### src/agu_pkg.sv
// shared widths, memory op encoding and request/command structs for the dual-issue agu
package agu_pkg;

    // datapath widths
    localparam int XLEN        = 32;
    localparam int BUS_W       = 64;
    localparam int BUS_BYTES   = BUS_W / 8;
    localparam int COMMIT_ID_W = 4;
    localparam int REG_ADDR_W  = 5;

    // compact memory op carried by each lane
    typedef enum logic [3:0] {
        MEM_NONE = 4'd0,
        MEM_LB   = 4'd1,
        MEM_LH   = 4'd2,
        MEM_LW   = 4'd3,
        MEM_LBU  = 4'd4,
        MEM_LHU  = 4'd5,
        MEM_SB   = 4'd6,
        MEM_SH   = 4'd7,
        MEM_SW   = 4'd8
    } mem_op_e;

    // one lane request, also the fifo payload
    typedef struct packed {
        logic [XLEN-1:0]        rs1;
        logic [XLEN-1:0]        rs2;
        logic [XLEN-1:0]        imm;
        mem_op_e                op;
        logic [COMMIT_ID_W-1:0] commit_id;
        logic [REG_ADDR_W-1:0]  rd;
    } agu_req_t;

    // encoded request on the 64-bit memory port
    typedef struct packed {
        logic [XLEN-1:0]        addr;
        logic [BUS_BYTES-1:0]   wmask;
        logic [BUS_W-1:0]       wdata;
        mem_op_e                op;
        logic [COMMIT_ID_W-1:0] commit_id;
        logic [REG_ADDR_W-1:0]  rd;
    } agu_cmd_t;

    function automatic logic is_load(input mem_op_e op);
        logic res;
        case (op)
            MEM_LB, MEM_LH, MEM_LW, MEM_LBU, MEM_LHU: res = 1'b1;
            default: res = 1'b0;
        endcase
        return res;
    endfunction

    function automatic logic is_store(input mem_op_e op);
        logic res;
        case (op)
            MEM_SB, MEM_SH, MEM_SW: res = 1'b1;
            default: res = 1'b0;
        endcase
        return res;
    endfunction

endpackage

### src/agu_dual.sv
// dual-issue rv32 load/store agu top, connects lane arbiter, issue fifo and bus encoder
`timescale 1ns/1ps

module agu_dual
    import agu_pkg::*;
#(
    parameter int FIFO_DEPTH = 4
) (
    input  logic     clk,
    input  logic     rst_n,
    input  logic     lane1_valid_i,
    input  agu_req_t lane1_req_i,
    input  logic     lane2_valid_i,
    input  agu_req_t lane2_req_i,
    input  logic     lsu_stall_i,
    output logic     mem_req_o,
    output agu_cmd_t mem_cmd_o,
    output logic     misaligned_load_o,
    output logic     misaligned_store_o,
    output logic     atom_lock_o,
    output logic     stall_req_o
);
    logic     push;
    logic     push_double;
    logic     pop;
    agu_req_t push_first;
    agu_req_t push_second;
    agu_req_t head;
    logic     fifo_empty;
    logic     fifo_full;
    logic     fifo_two_free;
    logic     out_valid;
    agu_req_t out_req;

    agu_lane_arbiter #(
        .FIFO_DEPTH(FIFO_DEPTH)
    ) arbiter_i (
        .lane1_valid_i(lane1_valid_i),
        .lane2_valid_i(lane2_valid_i),
        .lane1_req_i  (lane1_req_i),
        .lane2_req_i  (lane2_req_i),
        .lsu_stall_i  (lsu_stall_i),
        .head_i       (head),
        .empty_i      (fifo_empty),
        .full_i       (fifo_full),
        .two_free_i   (fifo_two_free),
        .push_o       (push),
        .push_double_o(push_double),
        .pop_o        (pop),
        .push_first_o (push_first),
        .push_second_o(push_second),
        .out_valid_o  (out_valid),
        .out_req_o    (out_req),
        .stall_req_o  (stall_req_o)
    );

    agu_issue_fifo #(
        .FIFO_DEPTH(FIFO_DEPTH),
        .T         (agu_req_t)
    ) fifo_i (
        .clk          (clk),
        .rst_n        (rst_n),
        .push_i       (push),
        .push_double_i(push_double),
        .push_first_i (push_first),
        .push_second_i(push_second),
        .pop_i        (pop),
        .head_o       (head),
        .empty_o      (fifo_empty),
        .full_o       (fifo_full),
        .two_free_o   (fifo_two_free)
    );

    agu_store_encoder encoder_i (
        .out_valid_i       (out_valid),
        .out_req_i         (out_req),
        .mem_req_o         (mem_req_o),
        .mem_cmd_o         (mem_cmd_o),
        .misaligned_load_o (misaligned_load_o),
        .misaligned_store_o(misaligned_store_o)
    );

    // lock held while anything is queued
    assign atom_lock_o = ~fifo_empty;

endmodule

### src/agu_issue_fifo.sv
// in-order issue queue with one or two pushes and one pop per cycle, payload set by type parameter
`timescale 1ns/1ps

module agu_issue_fifo
    import agu_pkg::*;
#(
    parameter int  FIFO_DEPTH = 4,
    parameter type T          = agu_req_t
) (
    input  logic clk,
    input  logic rst_n,
    input  logic push_i,
    input  logic push_double_i,
    input  T     push_first_i,
    input  T     push_second_i,
    input  logic pop_i,
    output T     head_o,
    output logic empty_o,
    output logic full_o,
    output logic two_free_o
);
    localparam int PTR_W = (FIFO_DEPTH > 1) ? $clog2(FIFO_DEPTH) : 1;
    localparam int CNT_W = $clog2(FIFO_DEPTH + 1);

    T                 mem_q [FIFO_DEPTH];
    logic [PTR_W-1:0] head_q;
    logic [PTR_W-1:0] tail_q;
    logic [PTR_W-1:0] tail_next;
    logic [CNT_W-1:0] count_q;
    logic             do_push;
    logic             do_pop;
    logic [1:0]       push_cnt;

    // pointer advance with wrap at the depth, not only at powers of two
    function automatic logic [PTR_W-1:0] ptr_step(input logic [PTR_W-1:0] ptr,
                                                  input int unsigned step);
        int unsigned sum;
        sum = ptr + step;
        if (sum >= FIFO_DEPTH) begin
            sum = sum - FIFO_DEPTH;
        end
        return PTR_W'(sum);
    endfunction

    assign empty_o    = (count_q == '0);
    assign full_o     = (count_q == CNT_W'(FIFO_DEPTH));
    assign two_free_o = ((int'(count_q) + 2) <= FIFO_DEPTH);
    assign head_o     = mem_q[head_q];

    // a double push needs two slots, a single push one
    assign do_push  = push_i && (push_double_i ? two_free_o : !full_o);
    assign do_pop   = pop_i && !empty_o;
    assign push_cnt = !do_push ? 2'd0 : (push_double_i ? 2'd2 : 2'd1);

    assign tail_next = ptr_step(tail_q, 1);

    always_ff @(posedge clk or negedge rst_n) begin
        if (!rst_n) begin
            head_q  <= '0;
            tail_q  <= '0;
            count_q <= '0;
        end else begin
            if (do_pop) begin
                head_q <= ptr_step(head_q, 1);
            end
            if (do_push) begin
                tail_q <= ptr_step(tail_q, push_cnt);
            end
            // net change covers push and pop in the same cycle
            count_q <= count_q + CNT_W'(push_cnt) - CNT_W'(do_pop);
        end
    end

    // first entry lands at the tail, the second right behind it
    always_ff @(posedge clk) begin
        if (do_push) begin
            mem_q[tail_q] <= push_first_i;
            if (push_double_i) begin
                mem_q[tail_next] <= push_second_i;
            end
        end
    end

endmodule

### src/agu_lane_arbiter.sv
// per-cycle decision for two lanes: what goes out, what is queued, and when to stall upstream
`timescale 1ns/1ps

module agu_lane_arbiter
    import agu_pkg::*;
#(
    parameter int FIFO_DEPTH = 4
) (
    input  logic     lane1_valid_i,
    input  logic     lane2_valid_i,
    input  agu_req_t lane1_req_i,
    input  agu_req_t lane2_req_i,
    input  logic     lsu_stall_i,
    input  agu_req_t head_i,
    input  logic     empty_i,
    input  logic     full_i,
    input  logic     two_free_i,
    output logic     push_o,
    output logic     push_double_o,
    output logic     pop_o,
    output agu_req_t push_first_o,
    output agu_req_t push_second_o,
    output logic     out_valid_o,
    output agu_req_t out_req_o,
    output logic     stall_req_o
);
    // a depth-one queue can never take a lane pair
    localparam bit CAN_DOUBLE = (FIFO_DEPTH >= 2);

    logic     live1;
    logic     live2;
    logic     both_live;
    logic     one_live;
    logic     same_type;
    logic     direct;
    agu_req_t direct_req;
    agu_req_t single_req;

    assign live1     = lane1_valid_i && (lane1_req_i.op != MEM_NONE);
    assign live2     = lane2_valid_i && (lane2_req_i.op != MEM_NONE);
    assign both_live = live1 && live2;
    assign one_live  = live1 ^ live2;
    assign same_type = both_live &&
                       ((is_load(lane1_req_i.op) && is_load(lane2_req_i.op)) ||
                        (is_store(lane1_req_i.op) && is_store(lane2_req_i.op)));

    // the only live lane when just one is live
    assign single_req = live1 ? lane1_req_i : lane2_req_i;

    always_comb begin
        push_o        = 1'b0;
        push_double_o = 1'b0;
        pop_o         = 1'b0;
        stall_req_o   = 1'b0;
        direct        = 1'b0;
        direct_req    = lane1_req_i;
        push_first_o  = lane2_req_i;
        push_second_o = lane2_req_i;

        if (both_live) begin
            if (full_i) begin
                stall_req_o = 1'b1;
                pop_o       = !lsu_stall_i;
            end else if (same_type && empty_i) begin
                // lane 1 bypasses, lane 2 waits its turn
                direct = 1'b1;
                push_o = 1'b1;
            end else if (same_type) begin
                if (two_free_i && CAN_DOUBLE) begin
                    push_o        = 1'b1;
                    push_double_o = 1'b1;
                    push_first_o  = lane1_req_i;
                    pop_o         = !lsu_stall_i;
                end else begin
                    stall_req_o = 1'b1;
                    pop_o       = !lsu_stall_i;
                end
            end else begin
                // mixed load/store pair, lane 1 leaves now
                direct = 1'b1;
                push_o = 1'b1;
            end
        end else if (one_live) begin
            if (empty_i) begin
                direct     = 1'b1;
                direct_req = single_req;
            end else if (!full_i) begin
                push_o       = 1'b1;
                push_first_o = single_req;
                pop_o        = !lsu_stall_i;
            end else begin
                stall_req_o = 1'b1;
                pop_o       = !lsu_stall_i;
            end
        end else begin
            // idle lanes, drain the queue
            pop_o = !lsu_stall_i && !empty_i;
        end
    end

    // popped head wins over a bypassing lane
    assign out_valid_o = pop_o || direct;
    assign out_req_o   = pop_o ? head_i : direct_req;

endmodule

### src/agu_store_encoder.sv
// turns the outgoing request into a 64-bit bus command with address, byte mask and placed data
`timescale 1ns/1ps

module agu_store_encoder
    import agu_pkg::*;
(
    input  logic     out_valid_i,
    input  agu_req_t out_req_i,
    output logic     mem_req_o,
    output agu_cmd_t mem_cmd_o,
    output logic     misaligned_load_o,
    output logic     misaligned_store_o
);
    logic [XLEN-1:0]      addr;
    logic [2:0]           byte_off;
    logic [BUS_BYTES-1:0] wmask;
    logic [BUS_W-1:0]     wdata;
    logic                 word_misaligned;
    logic                 half_misaligned;

    assign addr     = out_req_i.rs1 + out_req_i.imm;
    assign byte_off = addr[2:0];

    // byte lane placement inside the bus word
    always_comb begin
        wmask = '0;
        wdata = '0;
        if (out_valid_i) begin
            case (out_req_i.op)
                MEM_SB: begin
                    wmask = BUS_BYTES'(1'b1) << byte_off;
                    wdata = BUS_W'(out_req_i.rs2[7:0]) << {byte_off, 3'b000};
                end
                MEM_SH: begin
                    wmask = BUS_BYTES'(2'b11) << {byte_off[2:1], 1'b0};
                    wdata = BUS_W'(out_req_i.rs2[15:0]) << {byte_off[2:1], 4'b0000};
                end
                MEM_SW: begin
                    wmask = BUS_BYTES'(4'hf) << {byte_off[2], 2'b00};
                    wdata = BUS_W'(out_req_i.rs2) << {byte_off[2], 5'b00000};
                end
                default: begin
                    // loads carry no write data
                end
            endcase
        end
    end

    // word ops need a 4-byte boundary, half ops an even address
    assign word_misaligned = (addr[1:0] != 2'b00);
    assign half_misaligned = addr[0];

    assign misaligned_load_o = out_valid_i &&
        (((out_req_i.op == MEM_LW) && word_misaligned) ||
         (((out_req_i.op == MEM_LH) || (out_req_i.op == MEM_LHU)) && half_misaligned));

    assign misaligned_store_o = out_valid_i &&
        (((out_req_i.op == MEM_SW) && word_misaligned) ||
         ((out_req_i.op == MEM_SH) && half_misaligned));

    assign mem_req_o = out_valid_i;

    // command is zero on idle cycles
    always_comb begin
        mem_cmd_o = '0;
        if (out_valid_i) begin
            mem_cmd_o.addr      = addr;
            mem_cmd_o.wmask     = wmask;
            mem_cmd_o.wdata     = wdata;
            mem_cmd_o.op        = out_req_i.op;
            mem_cmd_o.commit_id = out_req_i.commit_id;
            mem_cmd_o.rd        = out_req_i.rd;
        end
    end

endmodule

### config.mk
export PLATFORM = sky130hd
export DESIGN_NAME = agu_dual
export DESIGN_NICKNAME = d
export VERILOG_FILES = /design/src/agu_pkg.sv /design/src/agu_dual.sv /design/src/agu_issue_fifo.sv /design/src/agu_lane_arbiter.sv /design/src/agu_store_encoder.sv
export SDC_FILE = /design/constraint.sdc
export NUM_CORES = 1
export LEC_CHECK = 0
export BUFFER_PORTS_ARGS = -buffer_cell sky130_fd_sc_hd__buf_2
export CAP_MARGIN = 10
export CORE_ASPECT_RATIO = 1.1
export CORE_MARGIN = 2
export CORE_UTILIZATION = 35
export DETAILED_ROUTE_END_ITERATION = 16
export GPL_ROUTABILITY_DRIVEN = 0
export PLACE_DENSITY = 0.63
export REMOVE_ABC_BUFFERS = 1
export SYNTH_ARGS = -nofsm -noshare
export SYNTH_HDL_FRONTEND = slang
export SYNTH_SLANG_ARGS = --single-unit
### constraint.sdc
create_clock -name clk -period 12.7 [get_ports clk]
set_clock_uncertainty 0.2 [all_clocks]
set_input_delay 0 -clock clk [delete_from_list [all_inputs] [get_ports clk]]
set_output_delay 0 -clock clk [all_outputs]
set_load 0.03 [all_outputs]
==> results of run 1 <==
==> cell families (layout without fill, tap and decap cells) <==
| group | count (synthesis) | in the layout |
|---|---|---|
| adders and majority gates | 39 | 39 |
| AOI/OAI and AO/OA | 296 | 296 |
| and+or+nand+nor | 327 | 327 |
| muxes | 656 | 656 |
| buffers and inverters | 152 | 824 |
| other | 0 | 13 |
| xor gates and xnor gates | 38 | 38 |
| DFF | 443 | 443 |
==> tightest hold or removal path, cell delays in order <==
cell	delay, ps
buf_2	70
inv_1	80
nand2_1	130
a41oi_4	50
buf_12	260
xor2_1	190
==> power by group <==
group	switching [W]	total [W]	internal, W
Sequential	0.000127	0.00215	0.00203
Clock	0.000621	0.00146	0.000834
Combinational	0.00215	0.00352	0.00137
Total	0.00290	0.00713	0.00423
==> metal layers <==
metal / vias to the layer above / track usage, % / part of all wire, %
li1: 8938 / - / -
met1: 9939 / 25.9 / 41
met2: 738 / 37.2 / 51
met3: 133 / 3.28 / 6.1
met4: 8 / 6.96 / 2.7
met5: - / 0 / 0.058
==> cell usage after synthesis (4+ instances only) <==
| cell type | n |
|---|---|
| nor2b_1 | 6 |
| a21oi_1 | 73 |
| a211oi_1 | 7 |
| nor3_1 | 12 |
| dfrtp_1 | 7 |
| o22a_1 | 19 |
| nand4_1 | 6 |
| buf_2 | 29 |
| xor2_1 | 24 |
| a31oi_1 | 7 |
| a21o_1 | 13 |
| nor2_1 | 122 |
| xnor2_1 | 14 |
| o21bai_1 | 5 |
| edfxtp_1 | 436 |
| o22ai_1 | 19 |
| nand2b_1 | 15 |
| nand3_1 | 15 |
| or3_1 | 7 |
| ha_1 | 37 |
| buf_1 | 12 |
| clkbuf_1 | 83 |
| nor3_2 | 4 |
| a22oi_1 | 16 |
| mux4_2 | 108 |
| mux2_2 | 441 |
| o21ai_0 | 100 |
| mux2i_1 | 106 |
| inv_1 | 25 |
| o21a_1 | 12 |
| or2b_1 | 5 |
| and2_1 | 6 |
| nand2_1 | 110 |
==> stage by stage <==
stage / util, % / instance area, sq um / hold WS, ps / worst slack, ps / instances
detailed placement: 39.1 / 29300 / -343 / 6050 / 3164
CTS: 45.7 / 34200 / 31.8 / 5480 / 3586
global route: 45.7 / 34200 / 68.7 / 5110 / 3598
finish: 45.8 / 34200 / 44.4 / 5470 / 3599
floorplan: - / 26000 / -496 / 1890 / 1824
global placement: 39.1 / 29300 / -346 / 6140 / 3164
==> cell type report <==
cell class / instances / area share, %
Clock inverter: 28 / 0.904
Inverter: 25 / 0.274
Timing Repair Buffer: 706 / 15.4
Tap cell: 963 / 3.52
Multi-Input combinational cell: 1356 / 37.1
Clock buffer: 65 / 3.82
Antenna cell: 13 / 0.0951
Sequential cell: 443 / 38.8
==> registers in the layout (all words and copies together) (netlist names) <==
signal,cells
fifo_i.tail_q,2
fifo_i.mem_q,436
fifo_i.count_q,3
fifo_i.head_q,2
==> timing repair <==
item | CTS | global route
endpoints found under the hold margin | 443 | 0
hold buffers | 329 | 0
buffers inserted | 0 | 0
==> worst max path at each step <==
stage	from	end	depth (start not counted)
after floorplan	lane2_req_i[9]	mem_cmd_o[113]	17
after global placement	lane2_req_i[9]	mem_cmd_o[112]	19
after detailed placement	lane2_req_i[9]	mem_cmd_o[112]	19
after CTS	lane2_req_i[9]	mem_cmd_o[112]	20
after global routing	lane1_req_i[10]	mem_cmd_o[113]	21
final	lane2_req_i[9]	mem_cmd_o[113]	22
==> placed cells by master, fill, tap and decap left out, types with 11 or more instances in the layout <==
cell type / n
o22a_1: 19
diode_2: 13
inv_1: 25
a21oi_1: 72
nor3_1: 11
nand2b_1: 15
o21a_1: 12
buf_4: 32
a21o_1: 13
edfxtp_1: 436
buf_2: 344
clkbuf_1: 15
clkbuf_16: 50
nor2_1: 120
mux4_2: 108
xnor2_1: 14
mux2i_1: 106
dlygate4sd3_1: 329
o22ai_1: 19
nand2_1: 110
xor2_1: 24
a22oi_1: 16
mux2_2: 441
ha_1: 37
nand3_1: 14
o21ai_0: 100
==> flow_summary.toml, run 1 <==
[floorplanning]
rows = 105
start_util_pct = 35.5
die_y_microns = 293
die-area_sq_um = 77900
ios = 345
dieWidth_microns = 266
coreArea_sq_um = 74800

[synth]
synth_adder_area_share_pct = 1.90
synth_top_family_by_area = "multiplexers"
synthCells = 1951
synthFlopType = "edfxtp_1"
synth.distinct_cells = 68
netlist_area_sq_um = 26500
ys_warn_count = 0
synth-compound-area-share_pct = 6.86
yosysSeqAreaShare_pct = 50.1
synth_edf_count = 436
synthSimpleGateAreaFrac_pct = 5.59
avgSynthCellArea_sq_um = 13.6
ys_seq_elements = 443
synth_area_leaders = "edfxtp_1 (49%), mux2_2 (19%), mux4_2 (9.2%), mux2i_1 (4.0%), o21ai_0 (1.9%)"
synth_largest_area_cell = "edfxtp_1"
async_flop_share_pct = 1.58
synth_xor_area_share_pct = 1.26
muxShareOfSynthArea_pct = 32.0
yosys.area.top_type_share_pct = 49.4

[sta]
setup_viol = 0
rsz0062_at_grt = "no"
tns_ps = 0
hold_violations = 0
slew_headroom_pct = 16.0
timing.fmax_ghz = 0.138
slew_violations = 0
period_needed_ps = 7230
period_share_pct = 57.0
tightest_slew_ps = 1260

[drt]
vias = 19756
wl_per_cell_microns = 23.2
drtIter0Drc = 1588
drt-vias-per-instance = 5.49
ant_nets = 0
dr.pass1.iters = 6
detail_route.wirelength_microns = 83400
drc = 0

[status]
status = "finished clean"

[critical_path]
start_kind = "primary input"
cp_common_cell = "buf_4"
cpMaxStageDelayCell = "buf_4"
worstPathCellList = "dlygate4sd3_1 -> buf_2 -> or3_1 -> o21a_1 -> ha_1 -> or4b_1 -> nor3_4 -> buf_4 -> buf_4 -> mux2i_1 -> o21ai_0 -> ha_1 -> a2111oi_0 -> o21ai_0 -> nand3_1 -> o221ai_1 -> buf_4 -> a221oi_1 -> a21boi_0 -> xnor2_1 -> nor2_1 -> buf_2"
reg2reg_slack_ps = 6830
rr_worst_depth = 12
arrival_ps = 7030
r2r-end = "fifo_i.mem_q[3][42]"
crit_type = "primary input to output port"
crit_required_ps = 12500
end_kind = "output port"
r2r-start = "fifo_i.count_q[2]"
path_buf_inv = 6
cpPeakStageDelay_ps = 740
crit_family = "buffers and inverters"
path_max_fanout = 36

[clocking]
htreeDepth = 2
cts_tree = "yes"
numCtsBuffers = 50
clkSlewWorstSetupHoldPaths_ps = 60
clock-sinks = 443
cts_resized = 0
clk_latency_ps = 590
cts.path.max_buffers = 3
root_buffer = "clkbuf_16"

[finish]
layout.area.seq_sq_um = 13300
n_fill_cell = 6759
area_delta_synth_final_pct = 29.1
multi_input_area_sq_um = 12700
fin_nets = 2844
layout-drive-gt1-share_pct = 38.8

[power]
powerDensity_nw_per_um2 = 208
ir_drop_uv = 158
total_power_w = 0.00713
p_leak_nw = 12.1

[grt]
grt_pass1_wl_microns = 126000
grt_max_degree = 157
grtUsageTotal_pct = 21.0
antenna_found_initial = 17
grt_pass1_vias = 20950
overflow = 0

[run]
cap_violations = 0

[placement]
dpl.hpwl_microns = 51300
io_buffers = 344

[min_path]
min_to = "fifo_i.head_q[0]"
hold_class = "primary input to flop"
hold_start = "lsu_stall_i"
hold_depth = 6
Note: power is estimated with default switching activity, not from simulation.
==> run 2, diff against run 1 <==
- PLACE_DENSITY: 0.63 -> 0.65
- clock period: 12.7 -> 6.55 ns (I/O delays scaled with it)
==> flow_summary.toml, run 2 (synthesis results as in run 1) <==
[status]
status = "finished clean"

[finish]
top_register = "fifo_i.mem_q"
fin_nets = 2849
largestRegisters = "fifo_i.mem_q x436, fifo_i.count_q x3"
n_fill_cell = 6687
fin_util_pct = 46.0
layout-drive-gt1-share_pct = 39.2
area_delta_synth_final_pct = 29.8
largest_register_ffs = 436
mostFrequentLayoutCell = "mux2_2"
final_cell_mix = "mux2_2 (441), edfxtp_1 (436), buf_2 (344)"

[min_path]
hold_class = "primary input to flop"
min_to = "fifo_i.head_q[0]"
hold_start = "lsu_stall_i"
hold_depth = 6

[critical_path]
rr_worst_depth = 12
worstPathCellList = "dlygate4sd3_1 -> buf_2 -> o21a_1 -> ha_1 -> or4b_1 -> nor3_4 -> buf_12 -> mux2i_1 -> o21ai_0 -> ha_1 -> or4_1 -> a221oi_1 -> o31a_1 -> o21ai_0 -> a31oi_1 -> xor2_1 -> nor2_1 -> buf_2"
reg2reg_slack_ps = 1710
start_kind = "primary input"
path_buf_inv = 4
path_max_fanout = 47
cpPeakStageDelay_ps = 550
arrival_ps = 5930
end_kind = "output port"
crit_type = "primary input to output port"
r2r-end = "fifo_i.mem_q[3][106]"
crit_family = "compound AO/OA/AOI/OAI gates"
r2r-start = "fifo_i.count_q[1]"
cpMaxStageDelayCell = "or4b_1"
crit_required_ps = 6350

[power]
comb_power_share_pct = 48.9
pwr-share-seq_pct = 29.6
pwr-share-clk_pct = 21.5
power.switching_w = 0.00563
p_leak_nw = 12.2
swShare_pct = 40.0
powerDensity_nw_per_um2 = 409
ir_drop_uv = 343
total_power_w = 0.0141
power.internal_w = 0.00844

[clocking]
root_buffer = "clkbuf_16"
cts.path.max_buffers = 3
clock-sinks = 443
numCtsBuffers = 50
htreeDepth = 2
cts_tree = "yes"
clkSlewWorstSetupHoldPaths_ps = 60
clk_latency_ps = 580

[floorplanning]
coreArea_sq_um = 74800
ios = 345
start_util_pct = 35.5
die_y_microns = 293
rows = 105
die-area_sq_um = 77900
dieWidth_microns = 266

[sta]
slew_headroom_pct = 19.4
period_share_pct = 93.5
timing.fmax_ghz = 0.163
period_needed_ps = 6130
slew_violations = 0
tightest_slew_ps = 1210
setup_viol = 0
rsz0062_at_grt = "no"
hold_violations = 0
setup_ws_ps = 423

[drt]
drc = 0
wl_per_cell_microns = 23.3
detail_route.wirelength_microns = 83900
ant_nets = 0
drtIter0Drc = 1431
drt-vias-per-instance = 5.48
vias = 19708
dr.pass1.iters = 7

[grt]
grt_pass1_vias = 20853
overflow = 0
grt_pass1_wl_microns = 125000
antenna_found_initial = 12
grtUsageTotal_pct = 20.9
grt_max_degree = 112

[placement]
dpl.hpwl_microns = 51800
place_ws_ps = 378
io_buffers = 344

[run]
cap_violations = 0
## run 2: cell count changes in the layout (fill, tap and decap cells not counted), moves of 2 or more
cell and change:
clkbuf_1 -6, diode_2 -6, buf_12 +5, bufinv_16 +5
clkinvlp_4 -3, inv_6 +3, inv_16 -2
## run 2: worst max path at each step
| stage | startpoint | slack (ps) | cells after the start | to |
|---|---|---|---|---|
| floorplan | lane2_req_i[9] | -4260 | 17 | mem_cmd_o[113] |
| global placement | lane2_req_i[9] | 480 | 19 | mem_cmd_o[113] |
| detailed placement | lane2_req_i[9] | 380 | 19 | mem_cmd_o[113] |
| CTS | lane2_req_i[12] | 180 | 19 | mem_cmd_o[113] |
| global route | lane2_req_i[12] | 100 | 19 | mem_cmd_o[113] |
| finish | lane2_req_i[12] | 420 | 18 | mem_cmd_o[112] |
## run 2: what timing repair did
action | 4_1_cts | 5_1_grt
endpoints found under the hold margin | 443 | 0
hold buffers | 329 | 0
setup endpoints to repair | 0 | 5
gates resized for setup | 0 | 2
setup buffers | 0 | 0
## run 2: routing by layer
layer  vias to the layer above  global-route usage, %  part of all wire (%)  wire (microns)
li1                       8923                      -                     -               -
met1                      9938                   25.4                    40           33700
met2                       721                   38.1                    52           43600
met3                       116                   3.38                   5.7            4800
met4                        10                   5.71                   2.1            1730
met5                         -                      0                 0.082              69
## run 2: layout make-up
cell class,count,area (sq um),share of cell area [%]
antenna,7,17.5,0.0509
clock inverter,30,403,1.17
sequential,443,13300,38.6
multi-input combinational,1356,12700,37.0
inverter,25,93.8,0.273
tap,963,1200,3.50
timing repair buffer,711,5380,15.6
clock buffer,61,1320,3.85
## run 2: power by group through the flow
stage	Sequential (W)	Clock (W)	Combinational, W
global placement	0.00420	0	0.00650
finish	0.00417	0.00303	0.00688
CTS	0.00419	0.00309	0.00686
detailed placement	0.00425	0	0.00658
floorplan	0.00444	0	0.00466
global route	0.00424	0.00319	0.00735
## run 2: worst register-to-register path: cells and delay by family (launching register included)
family	cells	cell delay [ps]
and+or+nand+nor	3	390
buffers and inverters	4	1710
AOI/OAI and AO/OA	3	1110
DFF	1	430
muxes	1	440
adders and majority gates	1	320
## run 2: through the flow
step,area [sq um],hold slack [ps],cells,setup TNS [ps]
after global placement,29400,-354,3169,0
after floorplan,26000,-496,1824,-983730
after detailed placement,29400,-351,3169,0
after CTS,34400,18.2,3589,0
after global routing,34400,54.9,3595,0
final,34400,56.3,3596,0
